**src/design/fifo_geom_pkg.sv**
```systemverilog
/*
 * Geometry of the synchronous FIFO controller.
 * Depth, address and level widths, and the static almost-full and
 * almost-empty thresholds. Referenced by scoped name from the RTL
 * and from the bus package.
 */

package fifo_geom_pkg;

   // ------------------------------------------------------------
   // depth and derived widths
   // ------------------------------------------------------------

   // number of entries in the external RAM
   localparam int FIFO_DEPTH = 16;

   // RAM address, 0 .. FIFO_DEPTH-1
   localparam int ADDR_W = $clog2(FIFO_DEPTH);

   // occupancy must also hold FIFO_DEPTH itself, hence one extra bit
   localparam int LEVEL_W = $clog2(FIFO_DEPTH + 1);

   // ------------------------------------------------------------
   // static flag thresholds
   // ------------------------------------------------------------

   // afull when level >= this
   localparam int AFULL_LEVEL = 14;

   // aempty when level <= this
   localparam int AEMPTY_LEVEL = 4;

   // ------------------------------------------------------------
   // typed widths
   // ------------------------------------------------------------

   // address into the external RAM
   typedef logic [ADDR_W-1:0] mem_addr_t;

   // occupancy count, 0 .. FIFO_DEPTH
   typedef logic [LEVEL_W-1:0] level_t;

endpackage
```
**src/design/fifo_bus_pkg.sv**
```systemverilog
/*
 * Bundles that leave the FIFO controller.
 * Write and read ports toward the external RAM, and the registered
 * status word. Widths come from the geometry package.
 */

package fifo_bus_pkg;

   // ------------------------------------------------------------
   // RAM ports
   // ------------------------------------------------------------

   // write side of the external RAM
   // addr is the slot written while we is high
   typedef struct packed {
      fifo_geom_pkg::mem_addr_t addr;
      logic                     we;
   } mem_wr_t;

   // read side of the external RAM
   // RAM registers the read, data valid one cycle after re
   typedef struct packed {
      fifo_geom_pkg::mem_addr_t addr;
      logic                     re;
   } mem_rd_t;

   // ------------------------------------------------------------
   // status
   // ------------------------------------------------------------

   // all fields registered in the level tracker
   // full and empty double as back-pressure for the two ports
   typedef struct packed {
      logic                  full;
      logic                  afull;
      logic                  empty;
      logic                  aempty;
      fifo_geom_pkg::level_t level;
   } fifo_status_t;

endpackage

```
**src/design/fifo_sync_ctrl.sv**
```systemverilog
/*
 * Top level of the single-clock FIFO controller.
 * Holds no data, only drives the address and strobes of an external
 * RAM and reports the registered status and handshake pulses.
 */

`timescale 1ns/100ps

module fifo_sync_ctrl (
   input  logic                       pos_clk,
   input  logic                       aresetn,
   input  logic                       wr_en_i,
   input  logic                       rd_en_i,
   output fifo_bus_pkg::mem_wr_t      mem_wr_o,
   output fifo_bus_pkg::mem_rd_t      mem_rd_o,
   output fifo_bus_pkg::fifo_status_t status_o,
   output logic                       wack_o,
   output logic                       dvld_o,
   output logic                       overflow_o,
   output logic                       underflow_o
);

   // accept pulses into the tracker
   logic wr_accept;
   logic rd_accept;

   // write side, back-pressured by full
   fifo_write_port u_write_port (
      .pos_clk     (pos_clk),
      .aresetn     (aresetn),
      .wr_en_i     (wr_en_i),
      .full_i      (status_o.full),
      .wr_accept_o (wr_accept),
      .mem_wr_o    (mem_wr_o),
      .wack_o      (wack_o),
      .overflow_o  (overflow_o)
   );

   // read side, back-pressured by empty
   fifo_read_port u_read_port (
      .pos_clk     (pos_clk),
      .aresetn     (aresetn),
      .rd_en_i     (rd_en_i),
      .empty_i     (status_o.empty),
      .rd_accept_o (rd_accept),
      .mem_rd_o    (mem_rd_o),
      .dvld_o      (dvld_o),
      .underflow_o (underflow_o)
   );

   // level and flags
   fifo_level_tracker u_level_tracker (
      .pos_clk     (pos_clk),
      .aresetn     (aresetn),
      .wr_accept_i (wr_accept),
      .rd_accept_i (rd_accept),
      .status_o    (status_o)
   );

endmodule

```
**src/design/fifo_level_tracker.sv**
```systemverilog
/*
 * Occupancy tracking for the FIFO controller.
 * Counts entries from the write and read accept pulses and registers
 * full, almost-full, empty and almost-empty from the next level.
 * Only place where full and empty are decided.
 */

`timescale 1ns/100ps

module fifo_level_tracker (
   input  logic                       pos_clk,
   input  logic                       aresetn,
   input  logic                       wr_accept_i,
   input  logic                       rd_accept_i,
   output fifo_bus_pkg::fifo_status_t status_o
);

   fifo_geom_pkg::level_t level_q;
   fifo_geom_pkg::level_t level_nxt;

   logic full_q;
   logic afull_q;
   logic empty_q;
   logic aempty_q;

   // flags as seen from the next level
   logic full_nxt;
   logic afull_nxt;
   logic empty_nxt;
   logic aempty_nxt;

   // ------------------------------------------------------------
   // next level
   // ------------------------------------------------------------

   // accepts never push past 0 or FIFO_DEPTH,
   // the ports already gate on full and empty
   always_comb begin
      case ({wr_accept_i, rd_accept_i})
         2'b10:   level_nxt = level_q + fifo_geom_pkg::level_t'(1);
         2'b01:   level_nxt = level_q - fifo_geom_pkg::level_t'(1);
         // both or neither leave the count alone
         default: level_nxt = level_q;
      endcase
   end

   // ------------------------------------------------------------
   // flag compares
   // ------------------------------------------------------------

   // plain threshold compares, no hysteresis
   assign full_nxt   = (level_nxt == fifo_geom_pkg::level_t'(fifo_geom_pkg::FIFO_DEPTH));
   assign empty_nxt  = (level_nxt == '0);
   assign afull_nxt  = (level_nxt >= fifo_geom_pkg::level_t'(fifo_geom_pkg::AFULL_LEVEL));
   assign aempty_nxt = (level_nxt <= fifo_geom_pkg::level_t'(fifo_geom_pkg::AEMPTY_LEVEL));

   // ------------------------------------------------------------
   // registers
   // ------------------------------------------------------------

   // reset to an empty FIFO
   always_ff @(posedge pos_clk or negedge aresetn) begin
      if (!aresetn) begin
         level_q  <= '0;
         full_q   <= 1'b0;
         afull_q  <= 1'b0;
         empty_q  <= 1'b1;
         aempty_q <= 1'b1;
      end
      else begin
         level_q  <= level_nxt;
         full_q   <= full_nxt;
         afull_q  <= afull_nxt;
         empty_q  <= empty_nxt;
         aempty_q <= aempty_nxt;
      end
   end

   // ------------------------------------------------------------
   // status bundle
   // ------------------------------------------------------------

   // full and empty here feed back to the ports as back-pressure
   assign status_o.full   = full_q;
   assign status_o.afull  = afull_q;
   assign status_o.empty  = empty_q;
   assign status_o.aempty = aempty_q;
   assign status_o.level  = level_q;

endmodule

```
**src/design/fifo_read_port.sv**
```systemverilog
/*
 * Read side of the FIFO controller.
 * Accepts a read while the registered empty flag is low, drives the
 * RAM read strobe in the same cycle and steps the wrapping read
 * address. Data-valid and underflow come one cycle later.
 */

`timescale 1ns/100ps

module fifo_read_port (
   input  logic                  pos_clk,
   input  logic                  aresetn,
   input  logic                  rd_en_i,
   input  logic                  empty_i,
   output logic                  rd_accept_o,
   output fifo_bus_pkg::mem_rd_t mem_rd_o,
   output logic                  dvld_o,
   output logic                  underflow_o
);

   // current read slot
   fifo_geom_pkg::mem_addr_t rd_addr_q;
   // slot after the current one, wrapped
   fifo_geom_pkg::mem_addr_t rd_addr_nxt;
   logic                     rd_accept;
   logic                     dvld_q;
   logic                     underflow_q;

   // ------------------------------------------------------------
   // accept
   // ------------------------------------------------------------

   // stop on empty, a refused read is dropped
   assign rd_accept = rd_en_i & ~empty_i;

   assign rd_accept_o = rd_accept;

   // RAM strobe is combinational, same cycle as the accept
   assign mem_rd_o.addr = rd_addr_q;
   assign mem_rd_o.re   = rd_accept;

   // ------------------------------------------------------------
   // read address
   // ------------------------------------------------------------

   // wrap at the last slot
   always_comb begin
      if (rd_addr_q == fifo_geom_pkg::mem_addr_t'(fifo_geom_pkg::FIFO_DEPTH - 1)) begin
         rd_addr_nxt = '0;
      end
      else begin
         rd_addr_nxt = rd_addr_q + fifo_geom_pkg::mem_addr_t'(1);
      end
   end

   // step only on an accepted read
   always_ff @(posedge pos_clk or negedge aresetn) begin
      if (!aresetn) begin
         rd_addr_q <= '0;
      end
      else if (rd_accept) begin
         rd_addr_q <= rd_addr_nxt;
      end
   end

   // ------------------------------------------------------------
   // data-valid and underflow
   // ------------------------------------------------------------

   // RAM read is registered, so dvld lines up with its output
   always_ff @(posedge pos_clk or negedge aresetn) begin
      if (!aresetn) begin
         dvld_q      <= 1'b0;
         underflow_q <= 1'b0;
      end
      else begin
         dvld_q      <= rd_accept;
         // read asked for while empty
         underflow_q <= rd_en_i & empty_i;
      end
   end

   assign dvld_o      = dvld_q;
   assign underflow_o = underflow_q;

endmodule

```
**src/design/fifo_write_port.sv**
```systemverilog
/*
 * Write side of the FIFO controller.
 * Accepts a write while the registered full flag is low, drives the
 * RAM write strobe in the same cycle and steps the wrapping write
 * address. Write acknowledge and overflow come one cycle later.
 */

`timescale 1ns/100ps

module fifo_write_port (
   input  logic                  pos_clk,
   input  logic                  aresetn,
   input  logic                  wr_en_i,
   input  logic                  full_i,
   output logic                  wr_accept_o,
   output fifo_bus_pkg::mem_wr_t mem_wr_o,
   output logic                  wack_o,
   output logic                  overflow_o
);

   // current write slot
   fifo_geom_pkg::mem_addr_t wr_addr_q;
   // slot after the current one, wrapped
   fifo_geom_pkg::mem_addr_t wr_addr_nxt;
   logic                     wr_accept;
   logic                     wack_q;
   logic                     overflow_q;

   // ------------------------------------------------------------
   // accept
   // ------------------------------------------------------------

   // stop on full, a refused write is dropped
   assign wr_accept = wr_en_i & ~full_i;

   assign wr_accept_o = wr_accept;

   // RAM strobe is combinational, same cycle as the accept
   assign mem_wr_o.addr = wr_addr_q;
   assign mem_wr_o.we   = wr_accept;

   // ------------------------------------------------------------
   // write address
   // ------------------------------------------------------------

   // wrap at the last slot, depth need not be a power of two
   always_comb begin
      if (wr_addr_q == fifo_geom_pkg::mem_addr_t'(fifo_geom_pkg::FIFO_DEPTH - 1)) begin
         wr_addr_nxt = '0;
      end
      else begin
         wr_addr_nxt = wr_addr_q + fifo_geom_pkg::mem_addr_t'(1);
      end
   end

   // step only on an accepted write
   always_ff @(posedge pos_clk or negedge aresetn) begin
      if (!aresetn) begin
         wr_addr_q <= '0;
      end
      else if (wr_accept) begin
         wr_addr_q <= wr_addr_nxt;
      end
   end

   // ------------------------------------------------------------
   // acknowledge and overflow
   // ------------------------------------------------------------

   // single-cycle pulses, one cycle behind the sampling edge
   always_ff @(posedge pos_clk or negedge aresetn) begin
      if (!aresetn) begin
         wack_q     <= 1'b0;
         overflow_q <= 1'b0;
      end
      else begin
         wack_q     <= wr_accept;
         // write asked for while full
         overflow_q <= wr_en_i & full_i;
      end
   end

   assign wack_o     = wack_q;
   assign overflow_o = overflow_q;

endmodule

```
**config.mk**
```make
export PLATFORM = sky130hd
export DESIGN_NAME = fifo_sync_ctrl
export DESIGN_NICKNAME = d
export VERILOG_FILES = /design/src/design/fifo_geom_pkg.sv /design/src/design/fifo_bus_pkg.sv /design/src/design/fifo_sync_ctrl.sv /design/src/design/fifo_level_tracker.sv /design/src/design/fifo_read_port.sv /design/src/design/fifo_write_port.sv
export SDC_FILE = /design/constraint.sdc
export NUM_CORES = 1
export LEC_CHECK = 0
export ABC_AREA = 1
export BUFFER_PORTS_ARGS = -buffer_cell sky130_fd_sc_hd__clkbuf_2
export CAP_MARGIN = 0
export CORE_MARGIN = 2
export CORE_UTILIZATION = 48
export DETAILED_ROUTE_END_ITERATION = 8
export PLACE_DENSITY = 0.83
export SETUP_SLACK_MARGIN = 0.15
export SKIP_LAST_GASP = 1
export SYNTH_ARGS = -nofsm -noshare
export SYNTH_HDL_FRONTEND = slang
export SYNTH_SLANG_ARGS = --single-unit
```
**constraint.sdc**
```tcl
create_clock -name pos_clk -period 1.9 [get_ports pos_clk]
set_input_delay 0.57 -clock pos_clk [delete_from_list [all_inputs] [get_ports pos_clk]]
set_output_delay 0.57 -clock pos_clk [all_outputs]
set_load 0.02 [all_outputs]
```
# ---- Word-level counts from Yosys, hierarchy flattened
# Index checks and enable logic that the tools add are counted.
dict set report op_classes {
  eq_ne 5
  addsub 4
  reduce_logical 1
  mux 3
  n_lt_le_gt_ge 2
  n_bitwise 6
}
# op count
set ops {}
lappend ops {{$pmux 5 s2} 1}
lappend ops {{$add 4x1->4 const B} 2}
lappend ops {{$eq 4x4->1 const B} 2}
lappend ops {{$mux 4} 2}
lappend ops {{$add 5x1->5 const B} 1}
lappend ops {{$eq 5x5->1 const B} 1}
lappend ops {{$ge 5x4->1 const B} 1}
lappend ops {{$le 5x3->1 const B} 1}
lappend ops {{$logic_not 5->1} 1}
lappend ops {{$sub 5x1->5 const B} 1}
lappend ops {{$and 1x1->1} 4}
lappend ops {{$eq 2x1->1 const B} 1}
lappend ops {{$eq 2x2->1 const B} 1}
lappend ops {{$not 1->1} 2}
dict set report word_totals {
  ff_bits 21
  elab_cells 32
  output_inout_bits 23
  input_bits 4
}

# ---- Depth between registers and ports, before layout
# Gate-level depths: netlist (run 1).
dict set report logic_depth {
  word_depth 5
  mapped_depth 14
}

# ---- By module
# Synthesis (run 1) repeated with hierarchy kept, for this count alone.
dict set report unflattened {
  hier_cells 147
  area_unflattened_um2 1201.2
}
# mod area_per_inst_um2 cells_per_inst seq_area_each_um2 instances
set by_module_without_submodules {}
lappend by_module_without_submodules {fifo_level_tracker 645.6 83 227.7 1}
lappend by_module_without_submodules {fifo_read_port 277.8 32 150.1 1}
lappend by_module_without_submodules {fifo_write_port 277.8 32 150.1 1}

# ---- Worst setup path before layout (run 1)
# OpenSTA, ideal clock, no wires.
dict set report synth_path {
  path_type {input -> register}
  startpoint {in rd_en_i}
  endpoint {reg u_level_tracker.empty_q}
  slack_ns -0.061
  required_ns 1.833
  arrival_ns 1.894
  stages 11
  path_cell_list {inv_2 > nor2_8 > nand2_4 > nand2_2 > nand2_2 > ha_1 > o21ai_0 > nand3_1 > nor2_2 > nand3_2 > nor2_1}
}
dict set report synth_via {
  elab_chain_len 4
  elab_cells_between_ends 5
}
# element line_no
set synth_lines {}
lappend synth_lines {{start: declaration} fifo_sync_ctrl.sv:13} ;# input logic rd_en_i,
lappend synth_lines {{$and 1x1->1 *} fifo_read_port.sv:34} ;# assign rd_accept = rd_en_i & ~empty_i;
lappend synth_lines {{net rd_accept} fifo_sync_ctrl.sv:25} ;# logic rd_accept;
lappend synth_lines {{$eq 2x1->1 / $eq 2x2->1 (equally long branches)} fifo_level_tracker.sv:39} ;# case ({wr_accept_i, rd_accept_i})
lappend synth_lines {{$pmux 5 s2 *} fifo_level_tracker.sv:39}
lappend synth_lines {{$logic_not 5->1 *} fifo_level_tracker.sv:53} ;# assign empty_nxt = (level_nxt == '0);
lappend synth_lines {{net u_level_tracker.empty_nxt} fifo_level_tracker.sv:29} ;# logic empty_nxt;
lappend synth_lines {{end signal: assignment} fifo_level_tracker.sv:74} ;# empty_q <= empty_nxt;
lappend synth_lines {{end: declaration} fifo_level_tracker.sv:23} ;# logic empty_q;
# The timed path passes the listed nets; every way through them passes the cells marked *.
# A chain may end at the register's enable or synchronous reset.

# ---- Worst setup path after layout (run 1)
dict set report layout_path {
  startpoint {reg u_level_tracker.empty_q}
  endpoint {reg u_level_tracker.empty_q}
}
dict set report layout_via {
  elab_chain_len 5
  elab_cells_between_ends 6
}
# element line_no
set layout_lines {}
lappend layout_lines {{$not 1->1 *} fifo_read_port.sv:34}
lappend layout_lines {{$and 1x1->1 *} fifo_read_port.sv:34}
lappend layout_lines {{$eq 2x1->1 / $eq 2x2->1 (equally long branches)} fifo_level_tracker.sv:39}
lappend layout_lines {{$pmux 5 s2 *} fifo_level_tracker.sv:39}
lappend layout_lines {{net u_level_tracker.level_nxt[2]} fifo_level_tracker.sv:19} ;# fifo_geom_pkg::level_t level_nxt;
lappend layout_lines {{$logic_not 5->1 *} fifo_level_tracker.sv:53}
lappend layout_lines {{net u_level_tracker.empty_nxt} fifo_level_tracker.sv:29}
# Marked as above.

==> impl_metrics.yaml, run 1 <==
timing:
  slew_headroom: 0.655
  tightest_slew_ns: 0.517
  min_period_over_period: 0.945
  fin_tns_setup_ns: 0
  fmax_mhz: 557
  setup_violations: 0
  rsz0062_at_grt: "yes"
  finalHoldViolCount: 0
  final_max_slew_viol_count: 0
  finalClockSkew_ns: 0.00304
  fin_crit_ns: 1.80
floorplanning:
  die_w_um: 54.3
  die_area_um2: 2950
  fp.coreArea_um2: 2430
  rows: 18
  initial_core_util: 0.499
  io_pins: 27
  dieHeight_um: 54.3
critical_path:
  r2r_start: "u_level_tracker.empty_q"
  path_class: "reg2reg"
  worstPathCellList: "nor2_1, ha_2, buf_4, nand2_1, nand2_4, nor2_2, nand3_2, nor2_1"
  start_kind: "flop"
  worst_path_most_repeated_cell: "nor2_1"
  critPathMaxFanout: 6
  worstReg2RegEnd: "u_level_tracker.empty_q"
  worst_path_max_delay_cell: "dfstp_2"
  path_delay_family: "simple AND/OR/NAND/NOR gates"
  critPathMaxStageDelay_ns: 0.62
  cp-end-kind: "flop"
  rrSetupSlack_ns: 0.10
  arrival_ns: 2.05
  worst-path-buf-inv: 1
  reg2reg_depth: 8
  cp.required_ns: 2.15
  cp_num_cells: 8
layout:
  fin_util: 0.648
  top_register: "u_level_tracker.level_q"
  antenna_cells: 0
  instances_no_fill: 201
  final_cell_area_um2: 1580
  reg.largest.list: "u_level_tracker.level_q: 5 flops, u_read_port.rd_addr_q: 4 flops, u_write_port.wr_addr_q: 4 flops"
  multi_input_area_um2: 644
  drive_above_1_share: 0.491
  area_growth_pct: 29.7
  nets: 181
  regArea_um2: 528
  n_fill_cell: 192
  largest_register_ffs: 5
route:
  remaining_drc_errors: 0
  firstDrtPassIters: 4
  wl_per_cell_um: 13.8
  antenna_left: 0
  viasPerCell: 5.35
  drtIter0Drc: 17
  finalWirelength_mm: 2.77
  vias: 1076
flow_run:
  cap_violations: 0
clock_tree:
  cts_tree: "done"
  postCtsHoldBufs: 0
  insertion_delay_ns: 0.31
  cts_sinks: 21
  clk_path_buf_depth: 2
  clk_pin_slew_worst_paths_ns: 0.12
  numCtsBuffers: 3
  cts_max_level: 1
  cts-root-buf: "clkbuf_4"
synth:
  syn_inst: 135
  yosysMostFrequentCell: "nand2_1"
  ys_seq_area_frac: 0.435
  synth_seq_cells: 21
  ys_top_cells_by_count: "nand2_1, dfrtp_1, inv_1"
  ys_warn_count: 0
  syn_area_um2: 1210
  async_flop_share: 1.00
  syn_area_per_cell_um2: 9.00
  synth_top_area_cell: "dfrtp_1"
  yosysTopAreaCellShare: 0.391
  synthesis.nets: 144
  yosys_most_used_dff: "dfrtp_1"
  yosys-top-cells-area: "dfrtp_1, nand3_1, nand2_1"
  synth_edf_count: 0
  ys_types: 24
placement:
  place_area_um2: 1450
  place_congestion: 0.841
  port_buffers: 26
  dp_hpwl_mm: 2.06
  place_inst: 194
power_and_ir_drop:
  irDropWorstVdd_uv: 951
  p_leak_nw: 0.799
  p_per_area_nw_per_um2: 1950
grt:
  grt_pass1_vias: 1029
  grt_max_degree: 22
  antenna_found_initial: 0
  grt_pass1_wl_mm: 4.38
  grt_usage: 0.208
  grt_overflow_total: 0
min_path:
  hp-class: "in2async"
run_status:
  status: "completed"
==> cell families after synthesis <==
family,Yosys count,share of synthesized area
compound gates,12,0.0546
xor+xnor,5,0.0360
fa+ha+maj,5,0.0515
buf+inv,26,0.0989
flops,21,0.435
mux,1,0.00927
simple gates,65,0.315
==> through the flow <==
step	total power, mW	hold slack (ns)	setup slack, ns
floorplan	2.12	0.274	0.0799
global placement	2.54	0.471	-0.0829
detailed placement	2.64	0.510	-0.155
CTS	2.93	0.219	0.0987
global route	3.35	0.244	0.0410
finish	3.08	0.205	0.104
==> placed cells by master, fill, tap and decap left out, types with 2 or more instances in the layout <==
cell type | netlist | final
clkbuf_2 | 0 | 22
nand2_1 | 21 | 20
dfrtp_1 | 19 | 19
inv_1 | 19 | 14
nand3_1 | 17 | 14
buf_4 | 6 | 12
nand3_2 | 7 | 10
nand2_4 | 5 | 5
nor2_1 | 6 | 5
nand2_2 | 4 | 5
o21ai_0 | 6 | 5
xor2_1 | 4 | 4
inv_2 | 1 | 3
clkbuf_4 | 0 | 3
inv_4 | 0 | 2
o21ai_2 | 1 | 2
or2_2 | 2 | 2
nor2_2 | 1 | 2
ha_4 | 0 | 2
ha_1 | 5 | 2
dfstp_2 | 2 | 2
==> repair_timing <==
action | CTS | global route
resized for setup | 10 | 16
pin swaps | 1 | 7
buffers inserted | 3 | 0
gates cloned | 0 | 0
setup endpoints to repair | 6 | 8
==> worst max path at each step <==
stage	slack, ns	startpoint	end
2_1_floorplan	0.08	rd_en_i	u_level_tracker.full_q
3_3_place_gp	-0.08	rd_en_i	u_level_tracker.afull_q
3_5_place_dp	-0.16	rd_en_i	u_level_tracker.afull_q
4_1_cts	0.1	u_level_tracker.empty_q	mem_rd_o[0]
5_1_grt	0.04	u_level_tracker.empty_q	u_level_tracker.empty_q
6_report	0.10	u_level_tracker.empty_q	u_level_tracker.empty_q
==> layer usage <==
metal,routed length [µm],share of wire,GRT usage,vias to the layer above
li1,-,-,-,500
met2,1470,0.53,0.396,42
met4,60,0.022,0.0875,0
met5,0,0,0,-
met1,1100,0.40,0.223,525
met3,146,0.053,0.0355,9
==> final cells by class <==
type / instances / share of cell area
Clock buffer: 3 / 0.0143
Sequential cell: 21 / 0.335
Tap cell: 30 / 0.0238
Timing Repair Buffer: 38 / 0.156
Inverter: 20 / 0.0588
Clock inverter: 1 / 0.00318
Multi-Input combinational cell: 88 / 0.409
==> power breakdown <==
group,total (mW),internal (mW),switching (mW)
logic,1.98,0.804,1.18
registers,0.874,0.656,0.217
clock network,0.220,0.0787,0.141
total,3.08,1.54,1.54
Note: power is estimated with default switching activity, not from simulation.
==> run 2, diff against run 1 <==
--- a/config.mk
+++ b/config.mk
@@ -8,10 +8,9 @@
 export ABC_AREA = 1
 export BUFFER_PORTS_ARGS = -buffer_cell sky130_fd_sc_hd__clkbuf_2
 export CAP_MARGIN = 0
-export CORE_MARGIN = 2
-export CORE_UTILIZATION = 48
+export CORE_UTILIZATION = 55
 export DETAILED_ROUTE_END_ITERATION = 8
-export PLACE_DENSITY = 0.83
+export PLACE_DENSITY = 0.89
 export SETUP_SLACK_MARGIN = 0.15
 export SKIP_LAST_GASP = 1
 export SYNTH_ARGS = -nofsm -noshare
==> constraint.sdc (replaced) <==
create_clock -name pos_clk -period 2.23 [get_ports pos_clk]
set_input_delay 0.669 -clock pos_clk [delete_from_list [all_inputs] [get_ports pos_clk]]
set_output_delay 0.669 -clock pos_clk [all_outputs]
set_load 0.02 [all_outputs]
==> impl_metrics.yaml, run 2 (synthesis results as in run 1) <==
run_status:
  status: "completed"
critical_path:
  worst_path_most_repeated_cell: "nand2_2"
  worstPathCellList: "nor2_8, nand2_4, nand2_2, nand2_2, ha_1, o21ai_0, nand3_1, nor2_2, nand3_2, nor2_1"
  critPathMaxStageDelay_ns: 0.63
  reg2reg_depth: 10
  critPathMaxFanout: 4
  rrSetupSlack_ns: 0.23
  start_kind: "flop"
  r2r_start: "u_level_tracker.empty_q"
  path_class: "reg2reg"
  worst_path_max_delay_cell: "dfstp_2"
  worstReg2RegEnd: "u_level_tracker.full_q"
  arrival_ns: 2.23
  cp-end-kind: "flop"
  cp.required_ns: 2.46
timing:
  fmax_mhz: 501
  fin_tns_setup_ns: 0
  slew_headroom: 0.667
  rsz0062_at_grt: "no"
  min_period_over_period: 0.896
  tightest_slew_ns: 0.500
  finalClockSkew_ns: 0.00554
  finalHoldViolCount: 0
  final_max_slew_viol_count: 0
  setup_violations: 0
  fin_crit_ns: 2.00
floorplanning:
  die_area_um2: 2400
  rows: 16
  dieHeight_um: 49
  die_w_um: 49
  initial_core_util: 0.601
  io_pins: 27
  fp.coreArea_um2: 2020
route:
  wl_per_cell_um: 13.8
  vias: 1054
  firstDrtPassIters: 6
  remaining_drc_errors: 0
  antenna_left: 0
  drtIter0Drc: 31
  viasPerCell: 5.52
  finalWirelength_mm: 2.64
clock_tree:
  insertion_delay_ns: 0.30
  clk_path_buf_depth: 2
  cts_tree: "done"
  cts_max_level: 1
  cts-root-buf: "clkbuf_4"
  numCtsBuffers: 3
  cts_sinks: 21
  postCtsHoldBufs: 0
  clk_pin_slew_worst_paths_ns: 0.11
power_and_ir_drop:
  intPower_mw: 1.16
  power_switching_mw: 1.20
  power_frac_comb: 0.613
  p_clk_frac: 0.076
  irDropWorstVdd_uv: 912
  power_frac_seq: 0.311
  power_switching_share: 0.509
  p_leak_nw: 0.747
  p_per_area_nw_per_um2: 1670
layout:
  reg.largest.list: "u_level_tracker.level_q: 5 flops, u_read_port.rd_addr_q: 4 flops, u_write_port.wr_addr_q: 4 flops"
  largest_register_ffs: 5
  top_register: "u_level_tracker.level_q"
  drive_above_1_share: 0.372
  fin_util: 0.699
  nets: 174
  n_fill_cell: 150
  area_growth_pct: 16.3
  final_common_cell: "clkbuf_2"
  final_cell_area_um2: 1410
  final_cell_mix: "clkbuf_2, nand2_1, inv_1, dfrtp_1, nand3_1"
  antenna_cells: 0
min_path:
  hp-class: "in2async"
placement:
  dp_hpwl_mm: 1.97
  port_buffers: 26
  place_area_um2: 1360
  place_congestion: 0.940
grt:
  grt_overflow_total: 0
  antenna_found_initial: 0
  grt_pass1_wl_mm: 4.23
  grt_usage: 0.239
  grt_max_degree: 22
  grt_pass1_vias: 979
flow_run:
  cap_violations: 0
## run 2: cell types whose count changed in the layout (fill, tap and decap cells not counted), moves of 3 or more
| cell | delta |
|---|---|
| buf_4 | -7 |
| inv_1 | +5 |
| clkbuf_2 | +4 |
| nand3_1 | +3 |
| nand3_2 | -3 |
## run 2: what timing repair did
item                                    4_1_cts  5_1_grt
hold endpoints to repair                      0        0
setup buffers                                 0        1
endpoints found under the setup margin        0        3
gates resized for setup                       0        2
## run 2: worst max-delay path: cells and delay by family, from the launching register on
family / cells / cell delay (ns)
AO/OA/AOI/OAI: 1 / 0.23
adder cells (fa/ha/maj): 1 / 0.22
flip-flops: 1 / 0.63
AND/OR/NAND/NOR: 8 / 0.85
## run 2: area by class of cell
cell class / count / area, µm² / area share
Multi-Input combinational cell: 88 / 582 / 0.412
Clock buffer: 4 / 26.3 / 0.0186
Inverter: 20 / 75.1 / 0.0531
Sequential cell: 21 / 528 / 0.374
Timing Repair Buffer: 31 / 168 / 0.119
Tap cell: 27 / 33.8 / 0.0239
## run 2: worst max path at each step
stage	cells past startpoint	end	slack (ns)	startpoint
global placement	13	u_level_tracker.afull_q	0.1	rd_en_i
floorplan	11	u_level_tracker.empty_q	0.17	rd_en_i
CTS	3	mem_rd_o[0]	0.24	u_level_tracker.empty_q
detailed placement	12	u_level_tracker.full_q	0.03	rd_en_i
finish	10	u_level_tracker.full_q	0.23	u_level_tracker.empty_q
global route	10	u_level_tracker.full_q	0.16	u_level_tracker.empty_q
## run 2: power by group through the flow
stage	registers, mW	logic (mW)	clock network, mW
CTS	0.726	1.41	0.181
global placement	0.719	1.31	0
global route	0.755	1.58	0.200
finish	0.734	1.45	0.180
detailed placement	0.732	1.39	0
floorplan	0.869	0.876	0
## run 2: through the flow
step                      cells  setup WS (ns)  power [mW]  hold WS, ns
after floorplan             135          0.170        1.75        0.373
after global placement      186         0.0979        2.03        0.475
after detailed placement    186         0.0287        2.12        0.483
after CTS                   190          0.242        2.32        0.324
after global routing        191          0.157        2.53        0.343
final                       191          0.232        2.36        0.307
## run 2: metal layers
layer	GRT usage	share of wire	up-vias
li1	-	-	493
met1	0.278	0.40	497
met2	0.426	0.51	52
met3	0.0312	0.054	12
met4	0.123	0.031	0
met5	0	0	-
